### src/ooo_pkg.sv
`default_nettype none

package ooo_pkg;

    localparam int XLEN          = 32;
    localparam int NUM_ARCH_REGS = 32;
    localparam int ROB_DEPTH     = 8;  // reservation station uses the same depth

    localparam int REG_W   = $clog2(NUM_ARCH_REGS);
    localparam int TAG_W   = $clog2(ROB_DEPTH);
    localparam int SHAMT_W = $clog2(XLEN);  // shifts use the low bits of b

    typedef logic [XLEN-1:0]  data_t;
    typedef logic [REG_W-1:0] arch_reg_t;
    typedef logic [TAG_W-1:0] rob_tag_t;
    typedef logic [TAG_W:0]   rob_cnt_t;  // occupancy, 0 to ROB_DEPTH

    typedef enum logic [2:0] {
        ALU_ADD = 3'd0,
        ALU_SUB = 3'd1,
        ALU_AND = 3'd2,
        ALU_OR  = 3'd3,
        ALU_XOR = 3'd4,
        ALU_SLL = 3'd5,
        ALU_SRL = 3'd6,
        ALU_SLT = 3'd7   // signed compare, 1 or 0
    } alu_op_t;

endpackage

`default_nettype wire

### src/reorder_buffer.sv
`default_nettype none

module reorder_buffer (
    input  logic               clk,
    input  logic               arst_n,
    input  logic               dispatch_valid,
    input  ooo_pkg::arch_reg_t dispatch_rd,
    input  ooo_pkg::rob_tag_t  rs1_tag,
    input  ooo_pkg::rob_tag_t  rs2_tag,
    input  logic               result_valid,
    input  ooo_pkg::rob_tag_t  result_tag,
    input  ooo_pkg::data_t     result_value,
    output ooo_pkg::rob_tag_t  alloc_tag,
    output logic               rs1_done,
    output ooo_pkg::data_t     rs1_value,
    output logic               rs2_done,
    output ooo_pkg::data_t     rs2_value,
    output logic               commit_valid,
    output ooo_pkg::arch_reg_t commit_rd,
    output ooo_pkg::data_t     commit_value,
    output ooo_pkg::rob_tag_t  commit_tag
);
    import ooo_pkg::*;

    logic [ROB_DEPTH-1:0] done_q;
    arch_reg_t            rd_q    [ROB_DEPTH];
    data_t                value_q [ROB_DEPTH];
    rob_tag_t             head_q;
    rob_tag_t             tail_q;
    rob_cnt_t             count_q;
    logic                 head_fire;

    assign head_fire = (count_q != '0) && done_q[head_q];
    assign alloc_tag = tail_q;

    // done stays set after retirement until the slot is reallocated,
    // covering lookups while commit_valid is still in flight
    assign rs1_done  = done_q[rs1_tag];
    assign rs1_value = value_q[rs1_tag];
    assign rs2_done  = done_q[rs2_tag];
    assign rs2_value = value_q[rs2_tag];

    always_ff @(posedge clk or negedge arst_n) begin
        if (!arst_n) begin
            done_q       <= '0;
            head_q       <= '0;
            tail_q       <= '0;
            count_q      <= '0;
            commit_valid <= 1'b0;
        end else begin
            if (result_valid) done_q[result_tag] <= 1'b1;
            if (dispatch_valid) begin
                done_q[tail_q] <= 1'b0;
                tail_q         <= tail_q + 1'b1;  // wraps at ROB_DEPTH
            end
            if (head_fire) head_q <= head_q + 1'b1;
            count_q      <= count_q + rob_cnt_t'(dispatch_valid) - rob_cnt_t'(head_fire);
            commit_valid <= head_fire;
        end
    end

    always_ff @(posedge clk) begin
        if (dispatch_valid) rd_q[tail_q] <= dispatch_rd;
        if (result_valid) value_q[result_tag] <= result_value;
        if (head_fire) begin
            commit_rd    <= rd_q[head_q];
            commit_value <= value_q[head_q];
            commit_tag   <= head_q;
        end
    end

endmodule

`default_nettype wire

### config.mk
export PLATFORM = sky130hd
export DESIGN_NAME = reorder_buffer
export DESIGN_NICKNAME = d
export VERILOG_FILES = /design/src/ooo_pkg.sv /design/src/reorder_buffer.sv
export SDC_FILE = /design/constraint.sdc
export NUM_CORES = 1
export LEC_CHECK = 0
export ABC_CLOCK_PERIOD_IN_PS = 7500
export BUFFER_PORTS_ARGS = -buffer_cell sky130_fd_sc_hd__buf_2
export CAP_MARGIN = 0
export CORE_MARGIN = 3
export CORE_UTILIZATION = 30
export DETAILED_ROUTE_END_ITERATION = 6
export SETUP_SLACK_MARGIN = 0.05
export SLEW_MARGIN = 20
export SYNTH_ARGS = -nofsm -noshare
export SYNTH_HDL_FRONTEND = slang
export SYNTH_SLANG_ARGS = --single-unit
### constraint.sdc
create_clock -name clk -period 7.5 [get_ports clk]
set_input_delay 0.375 -clock clk [delete_from_list [all_inputs] [get_ports clk]]
set_output_delay 0.375 -clock clk [all_outputs]
set_load 0.03 [all_outputs]
* Word level (Yosys, flattened, before mapping)
Memory sizes are Yosys's and may differ from the RTL's. A register that Yosys moved wholly into a read port is not among the register bits. Cells that the tools add are included.
Storage, ports and cells: latch bits 0, logic and storage cells 42, memory bits (writable) 296, bits of input ports 50, ROM bits 0, memories 2, flip-flop bits (word level) 22
Memories:
- value_q | words 8, width 32, rd ports 3, clocked after memory_dff 1, write ports 1, line reorder_buffer.sv:27 | data_t value_q [ROB_DEPTH];
- rd_q | words 8, width 5, rd ports 1, clocked after memory_dff 1, write ports 1, line reorder_buffer.sv:26 | arch_reg_t rd_q [ROB_DEPTH];
Operators by class: div/mod/pow operators 0, $lt $le $gt $ge 7, reductions and logical operators 4, multipliers 0, eq/ne operators 0, shifts and indexed selects 0, bitwise gates (word level) 3, add/sub/neg operators 4, muxes and demuxes 16
Operators by type and width (count):
- < comparator 3 x 4 -> 1 bit, second input constant | 5
- 2-to-1 mux 8 bit | 2
- binary-select mux 1 bit (select 3 bit) | 3
- 2-to-1 mux 1 bit | 9
- bitwise AND 8 bit | 1
- NOT 8 bit | 1
- OR 8 bit | 1
- adder 3 x 1 -> 3 bit, second input constant | 2
- demux 1 bit (select 3 bit) | 2
- greater-or-equal comparator 3 x 1 -> 1 bit, second input constant | 2
- adder 4 x 1 -> 4 bit | 1
- nonzero test 4 bit | 1
- subtractor 4 x 1 -> 4 bit | 1
- logical AND 1 bit | 3

* Logic depth before layout (Yosys ltp)
word-level depth 8, gate-level depth with buffers 11, gate-level depth less buffers 10

* Worst setup path before layout
OpenSTA, ideal clock, no wires.
path type flip-flop to flip-flop, start register head_q[0], end register count_q[1], path slack 3.567 ns, cell stages (with the launch flop) 10, data arrival time 3.798 ns, period minus slack after synthesis 3.933 ns, library setup time 0.136 ns, path buffers 2, cells stage by stage dfrtp_1 > buf_6 > buf_12 > nor2b_1 > a22o_1 > nor3_2 > ha_1 > inv_1 > ha_1 > fa_1
Between the ends: longest elaborated chain between the ends 4
RTL lines:
- start, declared | line reorder_buffer.sv:28 | rob_tag_t head_q;
- start signal, assigned | line reorder_buffer.sv:56 | if (head_fire) head_q <= head_q + 1'b1;
- binary-select mux 1 bit (select 3 bit) | line reorder_buffer.sv:33 | assign head_fire = (count_q != '0) && done_q[head_q];
- 2-to-1 mux 1 bit (not written as such) | line reorder_buffer.sv:33
- logical AND 1 bit | line reorder_buffer.sv:33
- via head_fire | line reorder_buffer.sv:31 | logic head_fire;
- subtractor 4 x 1 -> 4 bit | line reorder_buffer.sv:57 | count_q <= count_q + rob_cnt_t'(dispatch_valid) - rob_cnt_t'(head_fire);
- end signal, assigned | line reorder_buffer.sv:57
- end, declared | line reorder_buffer.sv:30 | rob_cnt_t count_q;
The timed path passes the listed nets, and every way through them passes these cells. The select of a mux whose other input is x is not followed. A chain may end at the register's enable or synchronous reset.

* Worst setup path after layout
start input rs1_tag[0], end output rs1_value[15]
Between the ends: longest elaborated chain between the ends 1
RTL lines:
- start, declared | line reorder_buffer.sv:8 | input ooo_pkg::rob_tag_t rs1_tag,
- memory read (8 x 32 bit)
- end, declared | line reorder_buffer.sv:15 | output ooo_pkg::data_t rs1_value,
Every way passes these cells.

==> qor.json <==
{
  "core_area_sq_um": 56710,
  "die-area_sq_um": 60630,
  "min_delay_path_depth": 1,
  "synth_nets": 862,
  "asyncSetResetFlopFracSynth": 0.05352,
  "post_detailed_route_drc_marker_count": 0,
  "worst_hold_path_type": "in -> reg",
  "final_antenna_net_count": 0,
  "cts_root_buf": "clkbuf_16",
  "antennaDiodeCount": 0,
  "max_freq_mhz": 309.7,
  "number_of_buffers_inserted_by_port_buffering": 159,
  "fin_nets": 1024,
  "syn-instance-count": 804,
  "final_util": 0.3577,
  "powerDensity_nw_per_um2": 343.5,
  "synth_commonest_cells": "edfxtp_1 (336), mux4_2 (205), mux2_2 (88), nor2_1 (30), buf_2 (22)",
  "syn_avg_cell_area_sq_um": 21.53,
  "hold_violations": 0,
  "worstReg2RegEnd": "count_q[2]$_DFF_PN0_",
  "viasPerCell": 5.164,
  "std_cell_rows": 87,
  "yosys-top-cells-area": "edfxtp_1 (58%), mux4_2 (27%), mux2_2 (5.7%)",
  "worst_slew_pin_slew_ps": 1183,
  "yosysSeqAreaShare": 0.6102,
  "fraction_of_final_layout_cells_sized_beyond_drive_strength_1": 0.5658,
  "count_of_different_cell_masters_after_synthesis": 33,
  "overflow": 0,
  "cp-start-kind": "primary input",
  "die_x_microns": 246.2,
  "post_synth_instance_area_sq_um": 17310,
  "worstHoldEndpoint": "value_q[0][15]$_DFFE_PP_",
  "synth_edf_count": 336,
  "clk_latency_ps": 560,
  "reg2reg_depth": 8,
  "numCtsBuffers": 42,
  "yosys_most_used_dff": "edfxtp_1",
  "groute.usage.overall": 0.1528,
  "register_bit_total_from_synthesis": 355,
  "wl_per_cell_microns": 26.39,
  "final_design_area_no_fill_sq_um": 20280,
  "cp_data_arrival_time_ps": 2850,
  "path_max_fanout": 36,
  "detail_route.first_pass.iterations": 5,
  "period_share": 0.4306,
  "synth.yosys.warnings": 0,
  "timing.critical_path.to_type": "primary output",
  "floorplan.die.height_microns": 246.2,
  "antenna_found_initial": 1,
  "clk_pin_slew_ps": 60,
  "setup-violations-final": 0,
  "result_of_the_run": "complete, no violations",
  "ctsLongestPathBuffers": 3,
  "routed-via-count": 9042,
  "layout-area-overhead-vs-synth_pct": 17.16,
  "synth_top_cell_area_share": 0.5827,
  "rrSetupSlack_ps": 4330,
  "h-tree-depth": 2,
  "kind_of_critical_path": "in -> out",
  "synthMostInstantiatedCell": "edfxtp_1",
  "timing.rr.start": "head_q[0]$_DFFE_PN0P_",
  "static-leakage-power_nw": 6.726,
  "num_io_pins": 160,
  "grt_pass1_wl_microns": 66860,
  "unrepaired_setup_endpoints_after_global_routing": "false",
  "crit_required_ps": 7120,
  "dr.first_iter.drc_count": 671,
  "drv.max_cap_violation_count": 0,
  "cts_tree": "done",
  "ir_drop_mv": 0.2923,
  "yosysTopAreaCell": "edfxtp_1",
  "timing.setup.tns_ps": 0,
  "slew_headroom": 0.2115,
  "drt-total-wl_microns": 46210,
  "clock_sinks": 355,
  "largest_net_degree_at_the_start_of_global_routing": 67,
  "hpwl_microns": 26910,
  "placement.cell_area_sq_um": 18920,
  "holdCritStartpoint": "result_value[15]",
  "skew_ps": 11.10,
  "final.min_clock_period_ps": 3229,
  "vias_in_the_first_global_route": 9727,
  "floorplan.initialDensity": 0.3053,
  "routabilityCongestion": 0.7126,
  "post_cts_buffers": 0,
  "finalMaxSlewViolations": 0
}
==> routing by layer <==
| layer | part of all wire | GRT usage |
|---|---|---|
| met5 | 0.00019 | 0 |
| met2 | 0.51 | 0.2621 |
| met4 | 0.017 | 0.04047 |
| met1 | 0.42 | 0.2018 |
| met3 | 0.056 | 0.02492 |
==> placed cells by master (no fill, tap or decap), drive strengths merged, types with 6 or more instances in the layout <==
cell type / n
edfxtp: 336
clkinv: 13
ha: 7
clkbuf: 50
nor2: 30
mux2: 106
dfrtp: 19
buf: 176
mux4: 206
nand2b: 6
inv: 9
==> through the flow <==
stage	worst slack [ps]	total power (W)	hold WS [ps]	instances
after detailed placement	4180	0.005052	346.0	1677
after global routing	4064	0.007302	69.48	1751
after global placement	4202	0.005031	347.1	1677
after floorplan	3567	0.004377	79.41	804
after CTS	4182	0.007109	34.94	1751
final	4271	0.006967	76.03	1751
==> cell families (layout without fill, tap and decap cells) <==
| logic type | Yosys count | in the layout | synth area share |
|---|---|---|---|
| mux | 315 | 315 | 0.3428 |
| flops | 355 | 355 | 0.6102 |
| buf+inv | 65 | 256 | 0.02161 |
| xor+xnor | 6 | 6 | 0.003035 |
| simple gates | 49 | 49 | 0.01344 |
| compound gates | 6 | 6 | 0.002746 |
| fa+ha+maj | 8 | 8 | 0.006215 |
==> critical path, cell delays in order <==
cell and delay [ps]:
buf_4 540, buf_4 730, mux4_2 580, mux2_2 330, buf_2 190
==> state kept, by name, summed over array words and instances (netlist names) <==
signal        count
alloc_tag         3
commit_rd         5
commit_tag        3
commit_valid      1
commit_value     32
count_q           4
done_q            8
head_q            3
rd_q             40
value_q         256
==> worst max-delay path by stage <==
| stage | startpoint | to | cells past startpoint |
|---|---|---|---|
| after floorplan | head_q[0]$_DFFE_PN0P_ | count_q[1]$_DFF_PN0_ | 9 |
| after global placement | rs1_tag[0] | rs1_value[15] | 5 |
| after detailed placement | rs2_tag[0] | rs2_value[16] | 5 |
| after CTS | rs2_tag[0] | rs2_value[16] | 5 |
| after global routing | rs1_tag[0] | rs1_value[15] | 5 |
| final | rs1_tag[0] | rs1_value[15] | 5 |
==> power breakdown <==
| group | total [W] | internal, W | switching [W] |
|---|---|---|---|
| logic | 0.00207 | 0.000941 | 0.00113 |
| registers | 0.00288 | 0.00256 | 0.000324 |
| clock network | 0.00202 | 0.00120 | 0.000817 |
==> cell type report <==
class / instances / area, sq um
Timing Repair Buffer: 177 / 943.4
Tap cell: 756 / 945.9
Multi-Input combinational cell: 384 / 6446
Fill cell: 5213 / 36430
Inverter: 6 / 22.52
Sequential cell: 355 / 10580
Clock inverter: 23 / 269.0
Clock buffer: 50 / 1081
==> timing repair <==
item	in CTS	in global routing
hold endpoints to repair	19	0
hold buffers	1	0
resized for setup	0	0
No activity file was read; power rests on OpenSTA's default activity.
