File: src/ooo_pkg.sv
`default_nettype none

package ooo_pkg;

    localparam int XLEN          = 32;
    localparam int NUM_ARCH_REGS = 32;
    localparam int ROB_DEPTH     = 8;  // reservation station uses the same depth

    localparam int REG_W   = $clog2(NUM_ARCH_REGS);
    localparam int TAG_W   = $clog2(ROB_DEPTH);
    localparam int SHAMT_W = $clog2(XLEN);  // shifts use the low bits of b

    typedef logic [XLEN-1:0]  data_t;
    typedef logic [REG_W-1:0] arch_reg_t;
    typedef logic [TAG_W-1:0] rob_tag_t;
    typedef logic [TAG_W:0]   rob_cnt_t;  // occupancy, 0 to ROB_DEPTH

    typedef enum logic [2:0] {
        ALU_ADD = 3'd0,
        ALU_SUB = 3'd1,
        ALU_AND = 3'd2,
        ALU_OR  = 3'd3,
        ALU_XOR = 3'd4,
        ALU_SLL = 3'd5,
        ALU_SRL = 3'd6,
        ALU_SLT = 3'd7   // signed compare, 1 or 0
    } alu_op_t;

endpackage

`default_nettype wire

File: src/reservation_station.sv
`default_nettype none

module reservation_station (
    input  logic              clk,
    input  logic              arst_n,
    input  logic              dispatch_valid,
    input  ooo_pkg::alu_op_t  dispatch_op,
    input  logic              dispatch_use_imm,
    input  ooo_pkg::data_t    dispatch_imm,
    input  ooo_pkg::rob_tag_t alloc_tag,
    input  logic              rs1_busy,
    input  ooo_pkg::rob_tag_t rs1_tag,
    input  logic              rs1_done,
    input  ooo_pkg::data_t    rs1_value,
    input  logic              rs2_busy,
    input  ooo_pkg::rob_tag_t rs2_tag,
    input  logic              rs2_done,
    input  ooo_pkg::data_t    rs2_value,
    input  ooo_pkg::data_t    arch_rs1_value,
    input  ooo_pkg::data_t    arch_rs2_value,
    input  logic              result_valid,
    input  ooo_pkg::rob_tag_t result_tag,
    input  ooo_pkg::data_t    result_value,
    output logic              issue_valid,
    output ooo_pkg::alu_op_t  issue_op,
    output ooo_pkg::data_t    issue_a,
    output ooo_pkg::data_t    issue_b,
    output ooo_pkg::rob_tag_t issue_tag
);
    import ooo_pkg::*;

    logic [ROB_DEPTH-1:0] valid_q;
    logic [ROB_DEPTH-1:0] a_rdy_q;
    logic [ROB_DEPTH-1:0] b_rdy_q;
    alu_op_t              op_q    [ROB_DEPTH];
    rob_tag_t             tag_q   [ROB_DEPTH];
    rob_tag_t             a_tag_q [ROB_DEPTH];
    rob_tag_t             b_tag_q [ROB_DEPTH];
    data_t                a_val_q [ROB_DEPTH];
    data_t                b_val_q [ROB_DEPTH];

    logic [ROB_DEPTH-1:0] wake_a;
    logic [ROB_DEPTH-1:0] wake_b;
    logic [XLEN:0]        a_pick;   // {ready, value}
    logic [XLEN:0]        b_pick;
    rob_tag_t             free_idx;
    rob_tag_t             iss_idx;
    logic                 iss_found;

    // arch value, then rob value, then same-cycle broadcast, else wait
    function automatic logic [XLEN:0] pick_operand(input logic     busy,
                                                   input rob_tag_t tag,
                                                   input logic     done,
                                                   input data_t    rob_val,
                                                   input data_t    arch_val);
        logic [XLEN:0] sel;
        sel = {1'b1, arch_val};
        if (busy) begin
            if (done) sel = {1'b1, rob_val};
            else if (result_valid && (result_tag == tag)) sel = {1'b1, result_value};
            else sel = {1'b0, rob_val};
        end
        return sel;
    endfunction

    always_comb begin
        a_pick = pick_operand(rs1_busy, rs1_tag, rs1_done, rs1_value, arch_rs1_value);
        b_pick = pick_operand(rs2_busy, rs2_tag, rs2_done, rs2_value, arch_rs2_value);
        if (dispatch_use_imm) b_pick = {1'b1, dispatch_imm};
    end

    always_comb begin
        free_idx  = '0;
        iss_idx   = '0;
        iss_found = 1'b0;
        for (int i = ROB_DEPTH - 1; i >= 0; i--) begin  // lowest index wins
            if (!valid_q[i]) free_idx = rob_tag_t'(i);
            if (valid_q[i] && a_rdy_q[i] && b_rdy_q[i]) begin
                iss_idx   = rob_tag_t'(i);
                iss_found = 1'b1;
            end
            wake_a[i] = valid_q[i] && !a_rdy_q[i] && result_valid && (a_tag_q[i] == result_tag);
            wake_b[i] = valid_q[i] && !b_rdy_q[i] && result_valid && (b_tag_q[i] == result_tag);
        end
    end

    always_ff @(posedge clk or negedge arst_n) begin
        if (!arst_n) begin
            valid_q <= '0;
            a_rdy_q <= '0;
            b_rdy_q <= '0;
        end else begin
            a_rdy_q <= a_rdy_q | wake_a;
            b_rdy_q <= b_rdy_q | wake_b;
            if (iss_found) valid_q[iss_idx] <= 1'b0;
            if (dispatch_valid) begin  // credits guarantee a free slot
                valid_q[free_idx] <= 1'b1;
                a_rdy_q[free_idx] <= a_pick[XLEN];
                b_rdy_q[free_idx] <= b_pick[XLEN];
            end
        end
    end

    always_ff @(posedge clk) begin
        for (int i = 0; i < ROB_DEPTH; i++) begin
            if (wake_a[i]) a_val_q[i] <= result_value;
            if (wake_b[i]) b_val_q[i] <= result_value;
        end
        if (dispatch_valid) begin
            op_q[free_idx]    <= dispatch_op;
            tag_q[free_idx]   <= alloc_tag;
            a_tag_q[free_idx] <= rs1_tag;
            b_tag_q[free_idx] <= rs2_tag;
            a_val_q[free_idx] <= a_pick[XLEN-1:0];
            b_val_q[free_idx] <= b_pick[XLEN-1:0];
        end
    end

    assign issue_valid = iss_found;
    assign issue_op    = op_q[iss_idx];
    assign issue_a     = a_val_q[iss_idx];
    assign issue_b     = b_val_q[iss_idx];
    assign issue_tag   = tag_q[iss_idx];

endmodule

`default_nettype wire

File: config.mk
export PLATFORM = sky130hd
export DESIGN_NAME = reservation_station
export DESIGN_NICKNAME = d
export VERILOG_FILES = /design/src/ooo_pkg.sv /design/src/reservation_station.sv
export SDC_FILE = /design/constraint.sdc
export NUM_CORES = 1
export LEC_CHECK = 0
export BUFFER_PORTS_ARGS = -buffer_cell sky130_fd_sc_hd__buf_2
export CAP_MARGIN = 25
export CORE_AREA = 2 2 271 300
export DETAILED_ROUTE_END_ITERATION = 10
export DIE_AREA = 0 0 273 302
export PLACE_DENSITY = 0.54
export SYNTH_ARGS = -nofsm -noshare
export SYNTH_HDL_FRONTEND = slang
export SYNTH_SLANG_ARGS = --single-unit
File: constraint.sdc
create_clock -name clk -period 6.1 [get_ports clk]
set_clock_uncertainty 0.1 [all_clocks]
set_input_delay 0.305 -clock clk [delete_from_list [all_inputs] [get_ports clk]]
set_output_delay 0.305 -clock clk [all_outputs]
set_load 0.005 [all_outputs]
* Word-level counts from Yosys, hierarchy flattened
Memory sizes are Yosys's and may differ from the RTL's. Cells that the tools add are included.
Word-level totals: bits of input ports 216, output and inout bits 71, flip-flop bits (word level) 24, memories 6, memory bits (writable) 608, word-level logic and storage cells 195
Operators by class: reductions and logical operators 84, magnitude comparators 4, bitwise operators 5, muxes and demuxes 75, equality and inequality tests 18
Memories:
- a_val_q | depth 8, bits a word 32, rd ports 1, clocked after Yosys merged registers in 0, write ports 9, line reservation_station.sv:39 | data_t a_val_q [ROB_DEPTH];
- b_val_q | depth 8, bits a word 32, rd ports 1, clocked after Yosys merged registers in 0, write ports 9, line reservation_station.sv:40 | data_t b_val_q [ROB_DEPTH];
- a_tag_q | depth 8, bits a word 3, rd ports 8, clocked after Yosys merged registers in 0, write ports 1, line reservation_station.sv:37 | rob_tag_t a_tag_q [ROB_DEPTH];
- b_tag_q | depth 8, bits a word 3, rd ports 8, clocked after Yosys merged registers in 0, write ports 1, line reservation_station.sv:38 | rob_tag_t b_tag_q [ROB_DEPTH];
- op_q | depth 8, bits a word 3, rd ports 1, clocked after Yosys merged registers in 0, write ports 1, line reservation_station.sv:35 | alu_op_t op_q [ROB_DEPTH];
- tag_q | depth 8, bits a word 3, rd ports 1, clocked after Yosys merged registers in 0, write ports 1, line reservation_station.sv:36 | rob_tag_t tag_q [ROB_DEPTH];
Operators by type and width (count):
- two-way mux 33 bit | 7
- logical AND 1 bit | 68
- equality test 3 bit | 18
- two-way mux 3 bit | 16
- two-way mux 1 bit | 44
- two-way mux 8 bit | 4
- bitwise OR 8 bit | 3
- bitwise mux 8 bit | 2
- logical NOT 1 bit | 16
- AND 8 bit | 1
- less-than comparator 3 x 4 -> 1 bit (second input constant) | 2
- NOT 8 bit | 1
- demux 1 bit (select 3 bit) | 2
- greater-or-equal comparator 3 x 1 -> 1 bit (second input constant) | 2

* Longest topological paths before layout
Gate-level depths: netlist of the first run.
depth after elaboration 19, gate-level depth with buffers 10, mapped depth without buffers 6

* Least setup slack after synthesis of the first run
No wires, ideal clock.
kind input-to-reg, start input result_tag[1], end memory a_val_q[6][0] in the netlist's numbering (enable), slack 1.181 ns, stages 5, library setup time 0.511 ns, path buffers 2, arrival time 4.308 ns, path through buf_6 buf_2 xnor2_1 nand2_1 o41ai_1
RTL lines:
- start: declaration | line reservation_station.sv:22 | input ooo_pkg::rob_tag_t result_tag,
- end: declaration | line reservation_station.sv:39

* Worst setup path in the final report of the first run
start register a_rdy_q[5], end output issue_b[6]
Between the ends: longest elaborated chain between the ends 9
RTL lines:
- start: declaration | line reservation_station.sv:33 | logic [ROB_DEPTH-1:0] a_rdy_q;
- start signal: assignment | line reservation_station.sv:93 | a_rdy_q <= a_rdy_q | wake_a;
- start signal: indexed assignment | line reservation_station.sv:98 | a_rdy_q[free_idx] <= a_pick[XLEN];
- logical AND 1 bit (2 in series) | line reservation_station.sv:78 | if (valid_q[i] && a_rdy_q[i] && b_rdy_q[i]) begin
- two-way mux 3 bit (6 in series) | line reservation_station.sv:78
- memory read (8 x 32 bit)
- end: declaration | line reservation_station.sv:27 | output ooo_pkg::data_t issue_b,
Every way passes these cells.

==> reports/results.txt, run 1 <==
Status: complete, no violations
Postcts setup bufs: 0
Number of nets in the layout: 3156
EDFF count, synth: 608
Wire per inst: 26.7 um
Most used routing layer: met2
End of the critical path: issue_b[6]
Most frequent cell after synthesis: edfxtp_1
Final hold slack: 37.6 ps
Antenna Nets Post-Route: 0
Core ar.: 0.0796 mm2
Yosys top cell area share: 0.594
Layout cells sized above 1: 0.159
Worst-Margin Slew: 1060 ps
IO Port Bufs: 286
Post-synthesis cell count: 2797
# DRC: 0
Largest cells by area after synthesis: edfxtp_1, o21ai_0, nand2_1
Primary FF master, synth: edfxtp_1
Flop2flop setup slack: 2780 ps
Vias/cell: 6.06
Reg-to-reg endpoint: a_val_q[4][24]
Hold WC Path Type: in2reg
Synthesized flop and latch total: 632
Final Setup Violations: 0
Via count: 24.5k
Synth cell count leaders: edfxtp_1, o21ai_0, nand2_1, clkbuf_1, o21ai_1
# Max-Cap Violations: 0
Setup TNS: 0 ps
Final GP Congestion: 0.842
M3 GR Usage: 0.0378
Layout area overhead: 14.4%
# diodes: 0
Clk root buf: clkbuf_16
# resized after CTS: 0
Crit path max fanout: 32
Initial Utilization: 0.386
Req. time, crit path: 5690 ps
Worst reg2reg path depth: 5
Final min period: 4500 ps
CTS tree: yes
VDD IR-drop max: 0.715 mV
Area leader, netlist: edfxtp_1
Slew HR: 0.296
Initial DRC Count: 2721
Met2 Track Usage GR: 0.425
Clock Path Buffers: 3
Number of global-route vias before repair: 24.1k
Setup WS pre-CTS: 2210 ps
Slew Limit Fails: 0
Die Area: 0.0824 mm2
Tcrit/Tclk final: 0.738
Syn avg cell area: 11.0 um2
Worst-Skew Late Latency: 610 ps
Cts bufs inserted: 68
Ports: 287
P_leak: 12.8 nW
CTS clk-pin slew, worst paths: 60 ps
Global Route met1 Usage: 0.352
Post-synth ARST share: 0.0380
DP Wirelength: 63000 um
Antenna violations before repair: 3
Syn nets: 3013
Worst r2r src: valid_q[0]
Peak Freq: 222 MHz
Sequential area share after synthesis: 0.614
Final WL: 108000 um
Drt first pass iters: 6
Clock sink count: 632
Die Y: 302 um
Warnings, synthesis: 0
Post-synthesis cell area: 0.0307 mm2
Final Hold Violating Endpoints: 0
Cell variety after synth: 52
Total gr overflow: 0
Kind of critical path: reg2out
Crit path DAT: 4100 ps
Max H-tree Level: 3
RSZ-0062 raised after global routing: false
Crit. End Element: output port
Site Rows: 109
Die Wd: 273 um
Largest net degree at the start of global routing: 153
Critical path origin: a_rdy_q[5]
Power per cell area: 530 mW/mm2
Crit start category: flop
First-pass GRT wire length: 157000 um
Final setup margin: 1600 ps
Tot GR Track Use: 0.259
-- worst min-delay path by stage --
stage                     start              to  slack (ps)  depth (start not counted)
2_1_floorplan            arst_n      a_rdy_q[0]         -90                          0
3_3_place_gp             arst_n      b_rdy_q[4]         230                          1
3_5_place_dp             arst_n      a_rdy_q[1]         230                          1
4_1_cts        result_value[22]  a_val_q[0][22]           9                          3
5_1_grt        result_value[22]  a_val_q[0][22]          70                          3
6_report        result_value[5]   b_val_q[4][5]          40                          3
-- placed cells by master, fill, tap and decap left out, types with 29 or more instances in the layout --
master and n:
edfxtp_1 608, o21ai_0 593, nand2_1 497, buf_2 285, o21ai_1 140, a221oi_1 121
mux2i_1 79, o22ai_1 70, clkbuf_16 69, a22o_1 61, buf_4 45, inv_1 42
nor2_1 38, o311ai_0 32, xnor2_1 30, o2111ai_1 29
-- stage by stage --
step	cell area (um2)	total power [mW]	instances	utilization
5_1_grt	35100	19.5	4041	0.441
4_1_cts	35000	18.6	4038	0.440
3_5_place_dp	32900	14.7	3908	0.413
6_report	35100	18.6	4041	0.441
2_1_floorplan	30700	11.1	2797	-
3_3_place_gp	32800	14.6	3906	0.412
-- where the power goes --
group / switching [mW] / internal (mW)
clock network: 1.72 / 2.25
registers: 0.223 / 5.63
logic: 5.88 / 2.94
-- flip-flops by register name, summed over array words and instances (netlist names) --
| name | cells |
|---|---|
| a_rdy_q | 8 |
| a_tag_q | 24 |
| a_val_q | 256 |
| b_rdy_q | 8 |
| b_tag_q | 24 |
| b_val_q | 256 |
| op_q | 24 |
| tag_q | 24 |
| valid_q | 8 |
-- worst max-delay path: stages, from the launching register on --
cell and delay (ps):
dfrtp_1 400, nand3_1 630, o211ai_4 170, nor2_4 760
buf_4 590, a22o_1 220, a221oi_1 70, o22ai_1 420
buf_2 200
-- layer usage --
metal	share of wire	vias to the layer above
met4	0.031	0
met3	0.076	193
met2	0.47	1142
met1	0.42	12186
met5	0	-
li1	-	10978
-- cell families (layout without fill, tap and decap cells) --
group | Yosys count | in the layout | share of synthesized area
AOI/OAI and AO/OA | 1089 | 1089 | 0.215
DFF | 632 | 632 | 0.614
and+or+nand+nor | 624 | 624 | 0.0827
buffers and inverters | 319 | 509 | 0.0471
muxes | 79 | 79 | 0.0257
xor gates and xnor gates | 54 | 54 | 0.0154
-- layout make-up --
class / count / area [um2]
Tap cell: 1054 / 1320
Fill cell: 7447 / 44500
Sequential cell: 632 / 18900
Timing Repair Buffer: 350 / 2070
Inverter: 42 / 158
Clock inverter: 28 / 258
Clock buffer: 89 / 1800
Multi-Input combinational cell: 1846 / 10700
-- what timing repair did --
action,4_1_cts,5_1_grt
endpoints found under the hold margin,120,0
hold buffers,13,0
endpoints found under the setup margin,0,0
No activity file was read; power rests on OpenSTA's default activity.
==> inputs of run 2 (changes only) <==
Settings changed: PLACE_DENSITY 0.54 to 0.56.
Clock period 6.1 ns to 3.8 ns, I/O delays scaled along.
==> reports/results.txt, run 2 (synthesized netlist as in run 1, its figures left out) <==
Fillers: 7407 (-0.54%)
CTS tree: yes
Kind of critical path: reg2out
Clock sink count: 632 (unchanged)
Total gr overflow: 0 (unchanged)
Tcrit/Tclk final: 0.981
Wire per inst: 26.3 um (-1.6%)
# DRC: 0 (unchanged)
Peak Freq: 268 MHz
CTS clk-pin slew, worst paths: 50 ps (about the same)
IO Port Bufs: 286 (unchanged)
CP max stage delay: 700 ps (-60 ps)
Max H-tree Level: 3 (unchanged)
Vias/cell: 6.06 (about the same)
Worst hold start: arch_rs1_value[21]
Worst Hold End: a_val_q[7][21]
Cts bufs inserted: 68 (unchanged)
Cells on Worst Hold Path: 3 (unchanged)
Initial DRC Count: 2662 (-2.2%)
Worst reg2reg path depth: 8 (+3)
Final instance area: 0.0360 mm2 (+2.6%)
Reg-to-reg endpoint: a_val_q[6][2]
Req. time, crit path: 3510 ps (-2180 ps)
Cts-stage hold buffer count: 50 (+37)
Worst-Skew Late Latency: 630 ps (+20 ps)
Ports: 287 (unchanged)
Slew Limit Fails: 0 (unchanged)
Die Area: 0.0824 mm2 (unchanged)
Status: complete, no violations
Setup TNS: 0 ps (unchanged)
Largest net degree at the start of global routing: 105 (-31%)
Postcts setup bufs: 0 (unchanged)
Core ar.: 0.0796 mm2 (unchanged)
P_leak: 13.3 nW (+4.6%)
# Max-Cap Violations: 0 (unchanged)
Number of nets in the layout: 3221 (+2.1%)
# resized after CTS: 0 (unchanged)
Final WL: 108000 um (+0.19%)
Worst path slowest cell: nand2_1
Commonest non-fill, non-tap cell in the layout: edfxtp_1
Crit. End Element: output port
Antenna violations before repair: 5 (+2)
Final Hold Violating Endpoints: 0 (unchanged)
Drt first pass iters: 6 (unchanged)
Layout cells sized above 1: 0.166 (+0.00683)
Hold WC Path Type: in2reg
Crit-path cells: nand3_2 -> and2_4 -> nand2_1 -> o22ai_1 -> a31o_1 -> buf_2
Crit path max-delay family: simple AND/OR/NAND/NOR gates
Tot GR Track Use: 0.258 (-0.000347)
Worst r2r src: valid_q[0]
Final min period: 3730 ps
Crit path DAT: 3440 ps (-660 ps)
Number of global-route vias before repair: 24.5k (+1.8%)
Crit path buffers/inverters: 1 (-1)
Final GP Congestion: 0.841 (about the same)
Site Rows: 109 (unchanged)
RSZ-0062 raised after global routing: false
Layout area overhead: 17.4%
Die Y: 302 um (unchanged)
Via count: 24.9k (+1.8%)
DP Wirelength: 66300 um (+5.3%)
Most frequent cells in the layout: edfxtp_1, o21ai_0, nand2_1, buf_2, o21ai_1
VDD IR-drop max: 0.817 mV (+14%)
Flop2flop setup slack: 540 ps (-2240 ps)
Power per cell area: 845 mW/mm2 (+59%)
Clk root buf: clkbuf_16
Crit start category: flop
Final Setup Violations: 0 (unchanged)
Crit path max fanout: 32 (unchanged)
Worst-Margin Slew: 914 ps (-141 ps)
Placed instance area: 0.0334 mm2 (+1.6%)
Antenna Nets Post-Route: 0 (unchanged)
Die Wd: 273 um (unchanged)
Clock Path Buffers: 3 (unchanged)
First-pass GRT wire length: 157000 um (+0.34%)
Initial Utilization: 0.386 (unchanged)
Slew HR: 0.391 (+0.0943)
Regs by FF count: a_val_q: 256 flops, b_val_q: 256 flops
==> run 2: area by class of cell <==
class                      instances  area [um2]  area share
multi-input combinational       1846       10800       0.300
tap                             1054        1320      0.0366
sequential                       632       18900       0.523
inverter                          42         158     0.00437
timing repair buffer             415        2760      0.0766
antenna                            2        5.00    0.000139
clock buffer                      86        1790      0.0497
clock inverter                    36         355     0.00986
==> run 2: how the worst max path moves through the flow <==
stage,startpoint,to,slack [ps],depth (start not counted)
after floorplan,result_tag[1],a_val_q[5][0],510,5
after global placement,valid_q[0],issue_a[22],790,6
after detailed placement,b_rdy_q[6],issue_b[26],780,7
after CTS,b_rdy_q[6],issue_b[26],110,7
after global routing,valid_q[4],issue_a[19],30,9
final,valid_q[0],issue_a[23],70,6
==> run 2: worst register-to-register path: cells and delay by family (launching register included) <==
family / cells / cell delay (ps)
buffers and inverters: 3 / 1190
and+or+nand+nor: 4 / 1140
DFF: 1 / 500
AOI/OAI and AO/OA: 1 / 80
==> run 2: routing by layer <==
metal / global-route usage / up-vias / routed length, um
met1: 0.355 / 12359 / 44700
met3: 0.0322 / 199 / 8900
li1: - / 11102 / -
met4: 0.0883 / 2 / 3310
met2: 0.424 / 1283 / 51200
met5: 0 / - / 13
==> run 2: power breakdown <==
| part | switching (mW) | internal [mW] |
|---|---|---|
| Sequential | 0.389 | 9.02 |
| Clock | 2.78 | 3.76 |
| Combinational | 9.54 | 4.95 |
==> run 2: per-stage QoR <==
step           worst slack (ps)   util  hold slack (ps)  instances  total power, mW
5_1_grt                    27.6  0.453             38.1       4111             31.9
4_1_cts                     106  0.452             3.60       4110             30.5
2_1_floorplan               513      -             -206       2797             17.8
6_report                   73.1  0.453             18.4       4113             30.4
3_5_place_dp                785  0.419              119       3938             23.9
3_3_place_gp                791  0.419              120       3938             23.8
