`config.mk`:
```
export PLATFORM = sky130hd
export DESIGN_NAME = alu_unit
export DESIGN_NICKNAME = d
export VERILOG_FILES = /design/src/ooo_pkg.sv /design/src/alu_unit.sv
export SDC_FILE = /design/constraint.sdc
export NUM_CORES = 1
export LEC_CHECK = 0
export BUFFER_PORTS_ARGS = -buffer_cell sky130_fd_sc_hd__buf_2
export CAP_MARGIN = 20
export CORE_MARGIN = 4
export CORE_UTILIZATION = 45
export CTS_CLUSTER_DIAMETER = 50
export DETAILED_ROUTE_END_ITERATION = 6
export GPL_TIMING_DRIVEN = 0
export SYNTH_ARGS = -nofsm -noshare
export SYNTH_HDL_FRONTEND = slang
export SYNTH_SLANG_ARGS = --single-unit
```
`constraint.sdc`:
```
create_clock -name clk -period 0.8 [get_ports clk]
set_input_delay 0.04 -clock clk [delete_from_list [all_inputs] [get_ports clk]]
set_output_delay 0.04 -clock clk [all_outputs]
set_load 0.02 [all_outputs]
```
`src/ooo_pkg.sv`:
```
`default_nettype none

package ooo_pkg;

    localparam int XLEN          = 32;
    localparam int NUM_ARCH_REGS = 32;
    localparam int ROB_DEPTH     = 8;  // reservation station uses the same depth

    localparam int REG_W   = $clog2(NUM_ARCH_REGS);
    localparam int TAG_W   = $clog2(ROB_DEPTH);
    localparam int SHAMT_W = $clog2(XLEN);  // shifts use the low bits of b

    typedef logic [XLEN-1:0]  data_t;
    typedef logic [REG_W-1:0] arch_reg_t;
    typedef logic [TAG_W-1:0] rob_tag_t;
    typedef logic [TAG_W:0]   rob_cnt_t;  // occupancy, 0 to ROB_DEPTH

    typedef enum logic [2:0] {
        ALU_ADD = 3'd0,
        ALU_SUB = 3'd1,
        ALU_AND = 3'd2,
        ALU_OR  = 3'd3,
        ALU_XOR = 3'd4,
        ALU_SLL = 3'd5,
        ALU_SRL = 3'd6,
        ALU_SLT = 3'd7   // signed compare, 1 or 0
    } alu_op_t;

endpackage

`default_nettype wire

```
`src/alu_unit.sv`:
```
`default_nettype none

module alu_unit (
    input  logic              clk,
    input  logic              arst_n,
    input  logic              issue_valid,
    input  ooo_pkg::alu_op_t  issue_op,
    input  ooo_pkg::data_t    issue_a,
    input  ooo_pkg::data_t    issue_b,
    input  ooo_pkg::rob_tag_t issue_tag,
    output logic              result_valid,
    output ooo_pkg::rob_tag_t result_tag,
    output ooo_pkg::data_t    result_value
);
    import ooo_pkg::*;

    data_t alu_out;

    always_comb begin
        alu_out = '0;
        case (issue_op)
            ALU_ADD: alu_out = issue_a + issue_b;
            ALU_SUB: alu_out = issue_a - issue_b;
            ALU_AND: alu_out = issue_a & issue_b;
            ALU_OR:  alu_out = issue_a | issue_b;
            ALU_XOR: alu_out = issue_a ^ issue_b;
            ALU_SLL: alu_out = issue_a << issue_b[SHAMT_W-1:0];
            ALU_SRL: alu_out = issue_a >> issue_b[SHAMT_W-1:0];
            ALU_SLT: alu_out = data_t'($signed(issue_a) < $signed(issue_b));
        endcase
    end

    // result bus register
    always_ff @(posedge clk or negedge arst_n) begin
        if (!arst_n) result_valid <= 1'b0;
        else result_valid <= issue_valid;
    end

    always_ff @(posedge clk) begin
        if (issue_valid) begin
            result_tag   <= issue_tag;
            result_value <= alu_out;
        end
    end

endmodule

`default_nettype wire

```
==> Yosys cells after proc, flatten, opt, wreduce, memory -nomap -nowiden <==
Cells that the tools add are included.
{ "op_classes": {"n_addsub": 2, "n_lt_le_gt_ge": 1, "n_eq_ne": 7, "shift": 2, "muxes": 1, "bitwise": 3, "reduce_logical": 1} }
{ "ops": {"columns": ["cell", "count"], "rows": [
  ["$pmux 32 s8", 1],
  ["$add 32x32->32", 1],
  ["$and 32x32->32", 1],
  ["$lt 32x32->1", 1],
  ["$or 32x32->32", 1],
  ["$shl 32x5->32", 1],
  ["$shr 32x5->32", 1],
  ["$sub 32x32->32", 1],
  ["$xor 32x32->32", 1],
  ["$eq 3x3->1 const B", 4],
  ["$eq 3x2->1 const B", 2],
  ["$eq 3x1->1 const B", 1],
  ["$logic_not 3->1", 1]
]} }
{ "totals": {"register_bits": 36, "in_bits": 73, "out_inout_bits": 36, "wordCells": 20} }

==> Logic depth before layout (Yosys ltp) <==
Gate-level depths: netlist of the first run.
{ "depth": {"depth_word": 2, "depth_mapped": 14, "ltp_nobuf": 11} }

==> Worst setup path before layout of the first run <==
No wires, ideal clock.
{ "synth_timing": {"path_type": "input -> register", "from": "in issue_b[2]", "to": "reg result_value[26], data pin", "setup_time_ps": 272, "t_arrival_ps": 3187, "required_time_ps": 528, "setup_slack_ps": -2659, "cell_stages": 14, "n_path_buf": 4, "path_cell_list": "clkbuf_1 -> inv_2 -> buf_2 -> buf_1 -> ha_1 -> buf_2 -> o21bai_1 -> o211ai_1 -> a211oi_2 -> a2111oi_4 -> o22a_1 -> o311a_1 -> a2111oi_0 -> a21oi_1"} }
{ "synth_via": {"elab_chain_cells": 2, "word_cells_on_any_way": 5, "cone_classes": "add/sub (2); shift (2); mux (1)"} }
{ "synth_rtl": {"columns": ["element", "line", "text"], "rows": [
  ["start: declaration", "alu_unit.sv:9", "input ooo_pkg::data_t issue_b,"],
  ["$sub 32x32->32, or another cell as far along", "alu_unit.sv:23", "ALU_SUB: alu_out = issue_a - issue_b;"],
  ["$pmux 32 s8 *", "alu_unit.sv:21", "case (issue_op)"],
  ["named net alu_out[26]", "alu_unit.sv:17", "data_t alu_out;"],
  ["end signal: assignment", "alu_unit.sv:42", "result_value <= alu_out;"],
  ["end: declaration", "alu_unit.sv:13", "output ooo_pkg::data_t result_value"]
]} }
Mark *: on every way through the listed nets, which the timed path passes. The rest lies on a longest branch.
A chain may end at the register's enable or synchronous reset.

==> Final worst setup path of the first run <==
{ "layout_timing": {"from": "in issue_b[2]", "to": "reg result_value[29], data pin"} }
Same word-level chain as after synthesis.

==> results of run 1 <==
area by class of cell:
type                            count  area [µm²]  share of cell area (%)
Multi-Input combinational cell   1011        9040                    67.4
Timing Repair Buffer              201        1590                    11.8
Sequential cell                    36        1080                    8.02
Buffer                             84         790                    5.88
Inverter                          102         429                    3.20
Tap cell                          275         344                    2.56
Clock buffer                        5         125                   0.932
Clock inverter                      3        23.8                   0.177
kinds of logic (layout without fill, tap and decap cells):
kind of cell,count (synthesis),after routing
DFF,36,36
and+or+nand+nor,349,349
adders and majority gates,99,99
xor gates and xnor gates,19,19
buffers and inverters,198,395
muxes,106,106
AOI/OAI and AO/OA,438,438
worst max-delay path, stage by stage:
cell and delay, ns:
buf_12 0.08, clkbuf_16 0.14, inv_16 0.03, buf_12 0.11
buf_12 0.13, ha_4 0.27, buf_4 0.14, buf_6 0.11
nand2b_4 0.06, o311a_4 0.23, nor2_4 0.06, o211ai_4 0.23
o211ai_1 0.18, buf_4 0.17, buf_4 0.13, a2111oi_4 0.40
a211oi_2 0.09, o22ai_1 0.23
flip-flops by register name, indices dropped and copies added, names as in the netlist:
signal and cells:
result_valid 1, result_value 32, result_tag 3
metal layers:
metal | GRT usage (%) | vias up | wire length, µm
li1 | - | 5111 | -
met1 | 56.4 | 5888 | 19400
met2 | 61.1 | 1078 | 21400
met3 | 10.7 | 192 | 7270
met4 | 15.3 | 0 | 2850
met5 | 0 | - | 0
cell usage in the layout, fill, tap and decap left out, types with 21 or more instances in the layout:
master / Yosys / routed
a21oi_1: 93 / 72
mux2i_1: 42 / 31
o22ai_1: 31 / 31
nor2_1: 127 / 115
buf_4: 4 / 79
buf_2: 20 / 76
edfxtp_1: 35 / 35
o21ai_0: 78 / 41
clkbuf_2: 0 / 21
o211ai_1: 22 / 22
o21ai_2: 1 / 23
buf_6: 3 / 46
nand2_1: 81 / 77
a22oi_1: 31 / 28
ha_1: 97 / 78
inv_1: 99 / 91
a21o_1: 21 / 21
mux4_2: 40 / 43
nor3_1: 34 / 28
power by group through the flow:
stage	registers (mW)	clock network [mW]	logic, mW
floorplan	2.81	0	4.89
global placement	2.47	0	8.02
detailed placement	2.47	0	7.99
CTS	2.44	2.15	9.61
global route	2.48	2.23	11.1
finish	2.46	2.17	10.7
through the flow:
| step | utilization (%) | worst slack [ns] | hold WS, ns |
|---|---|---|---|
| after detailed placement | 51.8 | -2.88 | -0.177 |
| after CTS | 60.9 | -1.84 | 0.0383 |
| after floorplan | - | -2.06 | -0.256 |
| final | 63.8 | -1.91 | 0.0528 |
| after global placement | 51.7 | -2.93 | -0.185 |
| after global routing | 63.8 | -1.95 | 0.0655 |
path summary, 6_finish.rpt:
path	startpoint	endpoint	slack [ns]	depth (start not counted)
worst max-delay path	issue_b[2]	result_value[29]	-1.91	18
worst min-delay path	arst_n	result_valid	0.05	2
max in group asynchronous	arst_n	result_valid	0.66	2
min in group clk	issue_valid	result_valid	0.25	1
timing repair:
item                                    in CTS  in global routing
hold endpoints to repair                     4                  0
pin swaps                                   71                 56
cloned                                       0                  0
endpoints found under the setup margin      68                 89
buffers inserted                            69                 24
hold buffers                                 4                  0
gates resized for setup                    312                122
==> qor.txt, run 1 <==
Placer Congestion - 1.04
Root buffer cell - clkbuf_16
Net switching power - 7.46 mW
Internal Power - 7.88 mW
Core Region - 21000 µm²
Die W - 154 µm
Drt total wl - 50900 µm
Synth Area in Adders - 13.0%
Num ports - 109
Initial Util - 45.8%
Largest family of logic cells by synthesized area - compound AO/OA/AOI/OAI gates
Crit start category - input port
Synth Instances - 1245
Leak - 5.57 nW
Violated checks - setup timing
Synth warnings - 0
Final setup fails - 68
Grt ovf - 0
Die ar. - 23800 µm²
# port buffers - 107
Area delta synth->final - 39.3%
Cell Pwr Density - 1140 nW/µm²
Final hold viol count - 0
Share of Yosys cell area claimed by the top area cell type - 12.6%
Register share of total power - 16.0%
Final instance area - 13400 µm²
H-tree lvl count - 2
Synth cell types - 88
Largest net degree at the start of global routing - 37
Global Route Usage Sum - 40.8%
Top-count cell post-synth - nor2_1
Initial antenna violation count - 0
Kind of critical path - input port to register
Clock Power Share - 14.2%
Status - complete, but fails checks
Tcrit/Tclk final - 339%
Max-Cap Viols - 0
Area contributors post-synth - ha_1 (13%), edfxtp_1 (11%), mux4_2 (9.4%), nor2_1 (4.9%), a21oi_1 (4.8%)
Site Rows - 53
Post-synth top flop - edfxtp_1
Yosys reg bits - 36
Critical path capture point type - register
Final net count - 1613
Rel. slew slack - 39.6%
RSZ-0062 raised after global routing - true
Mapped Avg Cell Area - 7.74 µm²
ANT cells - 0
CP max FO - 4
Worst-margin pin slew - 0.903 ns
Mux contribution to synthesized area - 17.5%
WP data required - 0.94 ns
Final Non-Filler Cells - 1717
Synth cell count leaders - nor2_1 (127), inv_1 (99), ha_1 (97), a21oi_1 (93), nand2_1 (81)
Cell area after placement - 10900 µm²
Placed insts - 1629
Vias - 12300
CTS tree - built
Vias in the first global route - 11200
Synth Area in Compound Gates - 31.4%
Fillcell total - 1808
Net Count, Synth - 1417
Antenna Violating Nets Remaining - 0
Clock buffer count from CTS - 5
XOR/XNOR Fraction of Synth Area - 1.73%
Layout cells sized above 1 - 37.4%
Synth Cell Area - 9630 µm²
Reg clk slew, reported paths - 0.08 ns
Vias per cell - 7.15
Hold crit path type - input port to async pin
Register area share after synthesis - 11.2%
Sw Share - 48.7%
Post-route DRC - 0
Number of flops mapped to enable cells by yosys - 35
CTS sink cnt - 36
Max VDD drop - 0.000762 V
Final worst setup slack - -1.91 ns
Post-Synth Simple-Gate Area - 16.8%
Crit path DAT - 2.85 ns
Logic pwr share - 69.8%
Die height - 154 µm
First-pass GRT wire length - 73600 µm
Post-DP HPWL - 37800 µm
Pre-antenna DRT Iters - 5
Clock Path Buffers - 2
Fmax - 369 MHz
First DRT Iteration DRCs - 1983
Slew Viols, Final - 0
Async set-reset flop share out of synthesis - 2.78%
Leading area contributor after synthesis - ha_1
Total negative slack - -53.41 ns
Tot Pwr - 15.3 mW
Period minus WS final - 2.71 ns
Drt wl/cell - 29.7 µm
No activity file was read; power rests on OpenSTA's default activity.
==> inputs of run 2 (changes only) <==
Settings changed: ABC_AREA set to 1.
==> qor.txt, run 2 <==
Status - complete, but fails checks
Violated checks - DRC, setup timing
Pre-antenna DRT Iters - 7
Drt wl/cell - 26.0 µm
Rel. slew slack - 46.2%
Clock Path Buffers - 2
Crit path DAT - 1.94 ns
Final net count - 2298
Area delta synth->final - 41.0%
Drt total wl - 62600 µm
Biggest registers after layout - result_value x32, result_tag x3, result_valid x1
Cell Pwr Density - 1070 nW/µm²
Vias per cell - 6.51
Placed insts - 2326
Synth cell count leaders - nand2_1 (567), nand3_1 (322), inv_1 (256), nor2_1 (197), a21oi_1 (105)
Max-Cap Viols - 0
Top-count cell post-synth - nand2_1
Hold crit path type - input port to async pin
Largest net degree at the start of global routing - 37
Register area - 1080 µm²
Number of flops mapped to enable cells by yosys - 35
Max reg flops - 32
Leak - 7.35 nW
Synth Area in Compound Gates - 15.1%
CTS sink cnt - 36
Kind of critical path - input port to register
First-pass GRT wire length - 87700 µm
Antenna Violating Nets Remaining - 0
Initial antenna violation count - 6
Post-DP HPWL - 47900 µm
Core Region - 22600 µm²
ANT cells - 0
Final hold viol count - 0
Yosys reg bits - 36
Tot Pwr - 15.7 mW
Fillcell total - 2035
Async set-reset flop share out of synthesis - 2.78%
Initial Util - 45.8%
Synth Area in Adders - 12.1%
Area of the multi-input gates - 9890 µm²
Vias - 15700
Critical path capture point type - register
Final setup fails - 68
Die W - 160 µm
Mux contribution to synthesized area - 0.290%
Num ports - 109
Max VDD drop - 0.000795 V
CTS tree - built
Top reg by flops - result_value
Met2 Use GR - 68.0%
Synth cell types - 43
Mapped Avg Cell Area - 5.36 µm²
Largest family of logic cells by synthesized area - simple AND/OR/NAND/NOR gates
Final instance area - 14600 µm²
Post-synth top flop - edfxtp_1
Root buffer cell - clkbuf_16
GR Util met3 - 14.4%
Most common cell after layout, fill and taps aside - nand2_1
Fmax - 525 MHz
Global Route Usage Sum - 45.3%
First DRT Iteration DRCs - 2615
Final Non-Filler Cells - 2412
Period minus WS final - 1.91 ns
Slew Viols, Final - 0
Synth Cell Area - 10400 µm²
Clock buffer count from CTS - 5
# port buffers - 107
Crit start category - input port
Die ar. - 25500 µm²
Routing usage on met1 - 58.2%
Post-route DRC - 1
Fin Hold WS - 0.0372 ns
Share of Yosys cell area claimed by the top area cell type - 20.5%
Commonest non-fill, non-tap cells in the layout - nand2_1 (462), nand3_1 (260), inv_1 (209), nor2_1 (124), buf_4 (93)
GRT busiest layer - met2
Site Rows - 55
H-tree lvl count - 2
Cell area after placement - 11500 µm²
Leading area contributor after synthesis - nand2_1
Tcrit/Tclk final - 238%
Grt ovf - 0
Post-Synth Simple-Gate Area - 48.1%
Layout cells sized above 1 - 32.4%
Synth Instances - 1934
Worst-margin pin slew - 0.808 ns
XOR/XNOR Fraction of Synth Area - 0.507%
Register area share after synthesis - 10.4%
Die height - 160 µm
Final worst setup slack - -1.11 ns
CP max FO - 7
WP data required - 0.84 ns
Synth warnings - 0
RSZ-0062 raised after global routing - true
Placer Congestion - 1.14
Vias in the first global route - 14100
Area contributors post-synth - nand2_1 (21%), nand3_1 (16%), ha_1 (12%), edfxtp_1 (10%), inv_1 (9.3%)
Reg clk slew, reported paths - 0.06 ns
Net Count, Synth - 2106
## run 2: cell types whose count changed in the layout (fill, tap and decap cells not counted), sizes merged, moves of 40 or more
cell / before / now
nor2: 127 / 199
mux4: 45 / 0
nand3: 21 / 322
nand2: 81 / 568
mux2i: 43 / 3
inv: 101 / 257
## run 2: worst max-delay path: stages
cell and delay, ns:
buf_8 0.08, buf_8 0.10, inv_4 0.03, buf_8 0.12, buf_12 0.13, ha_4 0.31
inv_8 0.11, nand4_1 0.20, nand3_4 0.20, nand3_4 0.10, nand2_4 0.11, nand2_1 0.09
nand2_1 0.09, nand2_1 0.06, nand3_1 0.07, nand3_1 0.09
## run 2: area by class of cell
| cell class | instances | area share, % |
|---|---|---|
| inverters | 261 | 7.09 |
| clock inverters | 3 | 0.128 |
| flip-flops and latches | 36 | 7.36 |
| well taps | 285 | 2.44 |
| repair buffers | 188 | 9.27 |
| multi-input cells | 1544 | 67.6 |
| clock buffers | 5 | 0.855 |
| plain buffers | 90 | 5.23 |
## run 2: path summary, 6_finish.rpt
check                       startpoint               end  slack (ns)
setup / recovery            issue_b[2]  result_value[17]       -1.11
hold / removal                  arst_n      result_valid        0.04
max in group asynchronous       arst_n      result_valid        0.68
min in group clk           issue_valid      result_valid        0.15
## run 2: metrics by stage
| step | setup TNS (ns) | util [%] | setup slack (ns) |
|---|---|---|---|
| global placement | -64.06 | 50.7 | -1.91 |
| detailed placement | -65.94 | 50.7 | -1.96 |
| finish | -33.99 | 64.6 | -1.11 |
| global route | -36.47 | 64.6 | -1.19 |
| floorplan | -28.88 | - | -0.997 |
| CTS | -30.60 | 59.7 | -0.976 |
## run 2: metal layers
metal | vias up | share of wire, %
met2 | 1403 | 40
met4 | 10 | 8.3
met3 | 429 | 16
met5 | - | 0.086
li1 | 6736 | -
met1 | 7125 | 36
## run 2: logic make-up after synthesis
kind of cell               after synthesis
AOI/OAI and AO/OA                      269
DFF                                     36
buffers and inverters                  354
xor gates and xnor gates                 6
and+or+nand+nor                       1167
muxes                                    3
adders and majority gates               99
## run 2: what timing repair did
action | CTS | global route
buffers inserted | 43 | 31
gates cloned | 0 | 3
endpoints found under the setup margin | 103 | 68
pin swaps | 87 | 70
hold buffers | 4 | 0
resized for setup | 449 | 242
endpoints found under the hold margin | 4 | 0
## run 2: power by group
group / leakage, nW / switching [mW] / internal (mW) / total [mW]
combinational: 6.93 / 7.34 / 3.62 / 11.0
sequential: 0.351 / 0.0626 / 2.37 / 2.43
clock: 0.0736 / 1.14 / 1.16 / 2.30
total: 7.35 / 8.54 / 7.15 / 15.7
==> inputs of run 3 (changes only) <==
Settings changed: CORE_UTILIZATION 45 to 55, MAX_ROUTING_LAYER set to met4, PLACE_DENSITY set to 0.75.
==> qor.txt, run 3 <==
H-tree lvl count - 2
Pre-CTS setup slack - -1.87 ns
Largest net degree at the start of global routing - 37
Die W - 145 µm
Placer Congestion - 1.19
Yosys reg bits - 36
Async set-reset flop share out of synthesis - 2.78%
Largest family of logic cells by synthesized area - simple AND/OR/NAND/NOR gates
Post-Synth Simple-Gate Area - 48.1%
Num ports - 109
Synth cell count leaders - nand2_1 (567), nand3_1 (322), inv_1 (256), nor2_1 (197), a21oi_1 (105)
Site Rows - 49
Clock Path Buffers - 2
Cell area after placement - 11400 µm²
Stopped at - 5_1_grt
Mapped Avg Cell Area - 5.36 µm²
Placed insts - 2270
Leading area contributor after synthesis - nand2_1
Status - stopped before the end
Worst EP kind - sequential cell input
# port buffers - 107
Area contributors post-synth - nand2_1 (21%), nand3_1 (16%), ha_1 (12%), edfxtp_1 (10%), inv_1 (9.3%)
Synth Instances - 1934
Global Route Usage Sum - 80.9%
Synth warnings - 0
Clock buffer count from CTS - 5
Synth Cell Area - 10400 µm²
Post-synth top flop - edfxtp_1
Top-count cell post-synth - nand2_1
CTS sink cnt - 36
Halt Reason - [ERROR GRT-0232] Routing congestion too high. Check the congestion heatmap in the GUI.
Grt repair worst endpoint - result_value[25]$_DFFE_PP_/D
Root buffer cell - clkbuf_16
Net Count, Synth - 2106
Number of flops mapped to enable cells by yosys - 35
Synth cell types - 43
Post-DP HPWL - 43400 µm
Register area share after synthesis - 10.4%
Synth Area in Adders - 12.1%
Mux contribution to synthesized area - 0.290%
Die height - 145 µm
Share of Yosys cell area claimed by the top area cell type - 20.5%
Grt ovf - 131
Synth Area in Compound Gates - 15.1%
XOR/XNOR Fraction of Synth Area - 0.507%
Initial Util - 56.8%
run 3: cell counts after synthesis:
Identical to the previous run, type by type.
run 3: stage by stage:
| step | hold slack (ns) | TNS [ns] |
|---|---|---|
| CTS | 0.0371 | -31.85 |
| global placement | -0.185 | -59.23 |
| detailed placement | -0.184 | -61.15 |
| floorplan | -0.256 | -28.88 |
run 3: per-layer routing:
layer	GRT usage (%)	overflow
met1	82.0	4
met2	90.7	74
met3	68.6	8
met4	76.7	45
met5	-	-
run 3: repair_timing:
action,in CTS
resized for setup,358
buffers inserted,46
hold endpoints to repair,4
pin swaps,77
hold buffers,4
endpoints found under the setup margin,68
run 3: kinds of logic after synthesis:
group / Yosys count
compound gates: 269
flops: 36
buf+inv: 354
simple gates: 1167
xor+xnor: 6
mux: 3
fa+ha+maj: 99
==> inputs of run 4 (changes only) <==
Settings changed: CORE_UTILIZATION 55 to 40, CTS_CLUSTER_DIAMETER 50 to unset, MAX_ROUTING_LAYER met4 to unset, PLACE_DENSITY 0.75 to unset, PLACE_DENSITY_LB_ADDON set to 0.15.
==> qor.txt, run 4 (synthesis gave the netlist of run 2 again) <==
Total negative slack - -34.15 ns
Critical path, cell by cell - buf_4, inv_2, ha_1, clkbuf_8, inv_2, nand2_4, nor3_4, nand3_2, nand3_2, nand2_1, nand3_1, nand2_1, nand3_1, nand3_1
Final instance area - 14200 µm²
Crit path depth - 14
Tot Pwr - 15.2 mW
WP data required - 0.84 ns
CP Launch Point - issue_a[6]
Worst-margin pin slew - 0.804 ns
Final worst setup slack - -1.10 ns
Area delta synth->final - 37.3%
Crit start category - input port
Critical path capture point type - register
Drt total wl - 61700 µm
Final setup fails - 68
Post-route DRC - 2
First DRT Iteration DRCs - 2096
GRT busiest layer - met2
Reg clk slew, reported paths - 0.07 ns
Post-Route Utilization - 56.2%
Antenna Violating Nets Remaining - 0
Rel. slew slack - 46.4%
Commonest non-fill, non-tap cells in the layout - nand2_1 (480), nand3_1 (262), inv_1 (223), nor2_1 (141), buf_4 (88)
Final hold viol count - 0
Slew Viols, Final - 0
Hold crit path type - input port to async pin
H-tree lvl count - 2
Crit-path slowest cell - ha_1
Crit path DAT - 1.94 ns
ANT cells - 0
Die height - 169 µm
Cell area after placement - 11500 µm²
Drt wl/cell - 25.2 µm
Max incr delay on CP - 0.31 ns
Max reg flops - 32
Period minus WS final - 1.90 ns
Vias - 15100
Num ports - 109
Top reg by flops - result_value
Global Route Usage Sum - 40.1%
Status - complete, but fails checks
Violated checks - DRC, setup timing
Placed insts - 2371
Most common cell after layout, fill and taps aside - nand2_1
Tcrit/Tclk final - 238%
Final Non-Filler Cells - 2444
RSZ-0062 raised after global routing - true
Worst Path Buf+Inv - 4
Core Region - 25300 µm²
Routing usage on met1 - 51.1%
Die ar. - 28600 µm²
CTS sink cnt - 36
Final net count - 2285
Biggest registers after layout - result_value x32, result_tag x3, result_valid x1
CTS tree - built
# port buffers - 107
Layout cells sized above 1 - 29.0%
Max VDD drop - 0.000993 V
First-pass GRT wire length - 85900 µm
Leak - 7.23 nW
Cell Pwr Density - 1070 nW/µm²
Fin Hold WS - 0.0377 ns
GR Util met3 - 4.90%
Critical path's top delay family - simple AND/OR/NAND/NOR gates
Pre-CTS setup slack - -1.85 ns
Vias per cell - 6.19
Site Rows - 58
Clock Path Buffers - 2
Clock buffer count from CTS - 5
Pre-antenna DRT Iters - 7
Largest net degree at the start of global routing - 37
CP max FO - 8
Post-DP HPWL - 48500 µm
Initial Util - 41.0%
Most common cell on crit path - nand3_1
Grt ovf - 0
Root buffer cell - clkbuf_16
Fmax - 526 MHz
Met2 Use GR - 65.5%
Placer Congestion - 1.11
Die W - 169 µm
Initial antenna violation count - 1
Max-Cap Viols - 0
Vias in the first global route - 13800
Kind of critical path - input port to register
run 4: cell type report:
| type | instances | area, µm² |
|---|---|---|
| fill | 2599 | 11100 |
| multi-input combinational | 1544 | 9460 |
| timing repair buffer | 175 | 1340 |
| sequential | 36 | 1080 |
| inverter | 261 | 1030 |
| buffer | 90 | 767 |
| tap | 330 | 413 |
| clock buffer | 6 | 129 |
| clock inverter | 2 | 35.0 |
run 4: layer usage:
| layer | wire, µm | vias to the layer above |
|---|---|---|
| met3 | 6280 | 247 |
| met4 | 4670 | 2 |
| met5 | 14 | - |
| met2 | 27500 | 1077 |
| li1 | - | 6726 |
| met1 | 23300 | 7080 |
run 4: power breakdown:
group          switching [mW]  total, mW  internal (mW)  leakage (nW)
logic                    6.83       10.3           3.43          6.80
registers              0.0793       2.45           2.37         0.351
clock network           0.988       2.46           1.47        0.0808
total                    7.90       15.2           7.27          7.23
run 4: repair_timing:
action                     4_1_cts  5_1_grt
gates resized for setup        444      154
setup endpoints to repair      103       68
setup buffers                   44       20
pin swaps                      107       49
hold buffers                     4        0
cloned                           0        2
hold endpoints to repair         4        0
run 4: path summary, 6_finish.rpt:
check	end	slack, ns
max	result_value[27]	-1.10
min	result_valid	0.04
max in group asynchronous	result_valid	0.68
min in group clk	result_valid	0.17
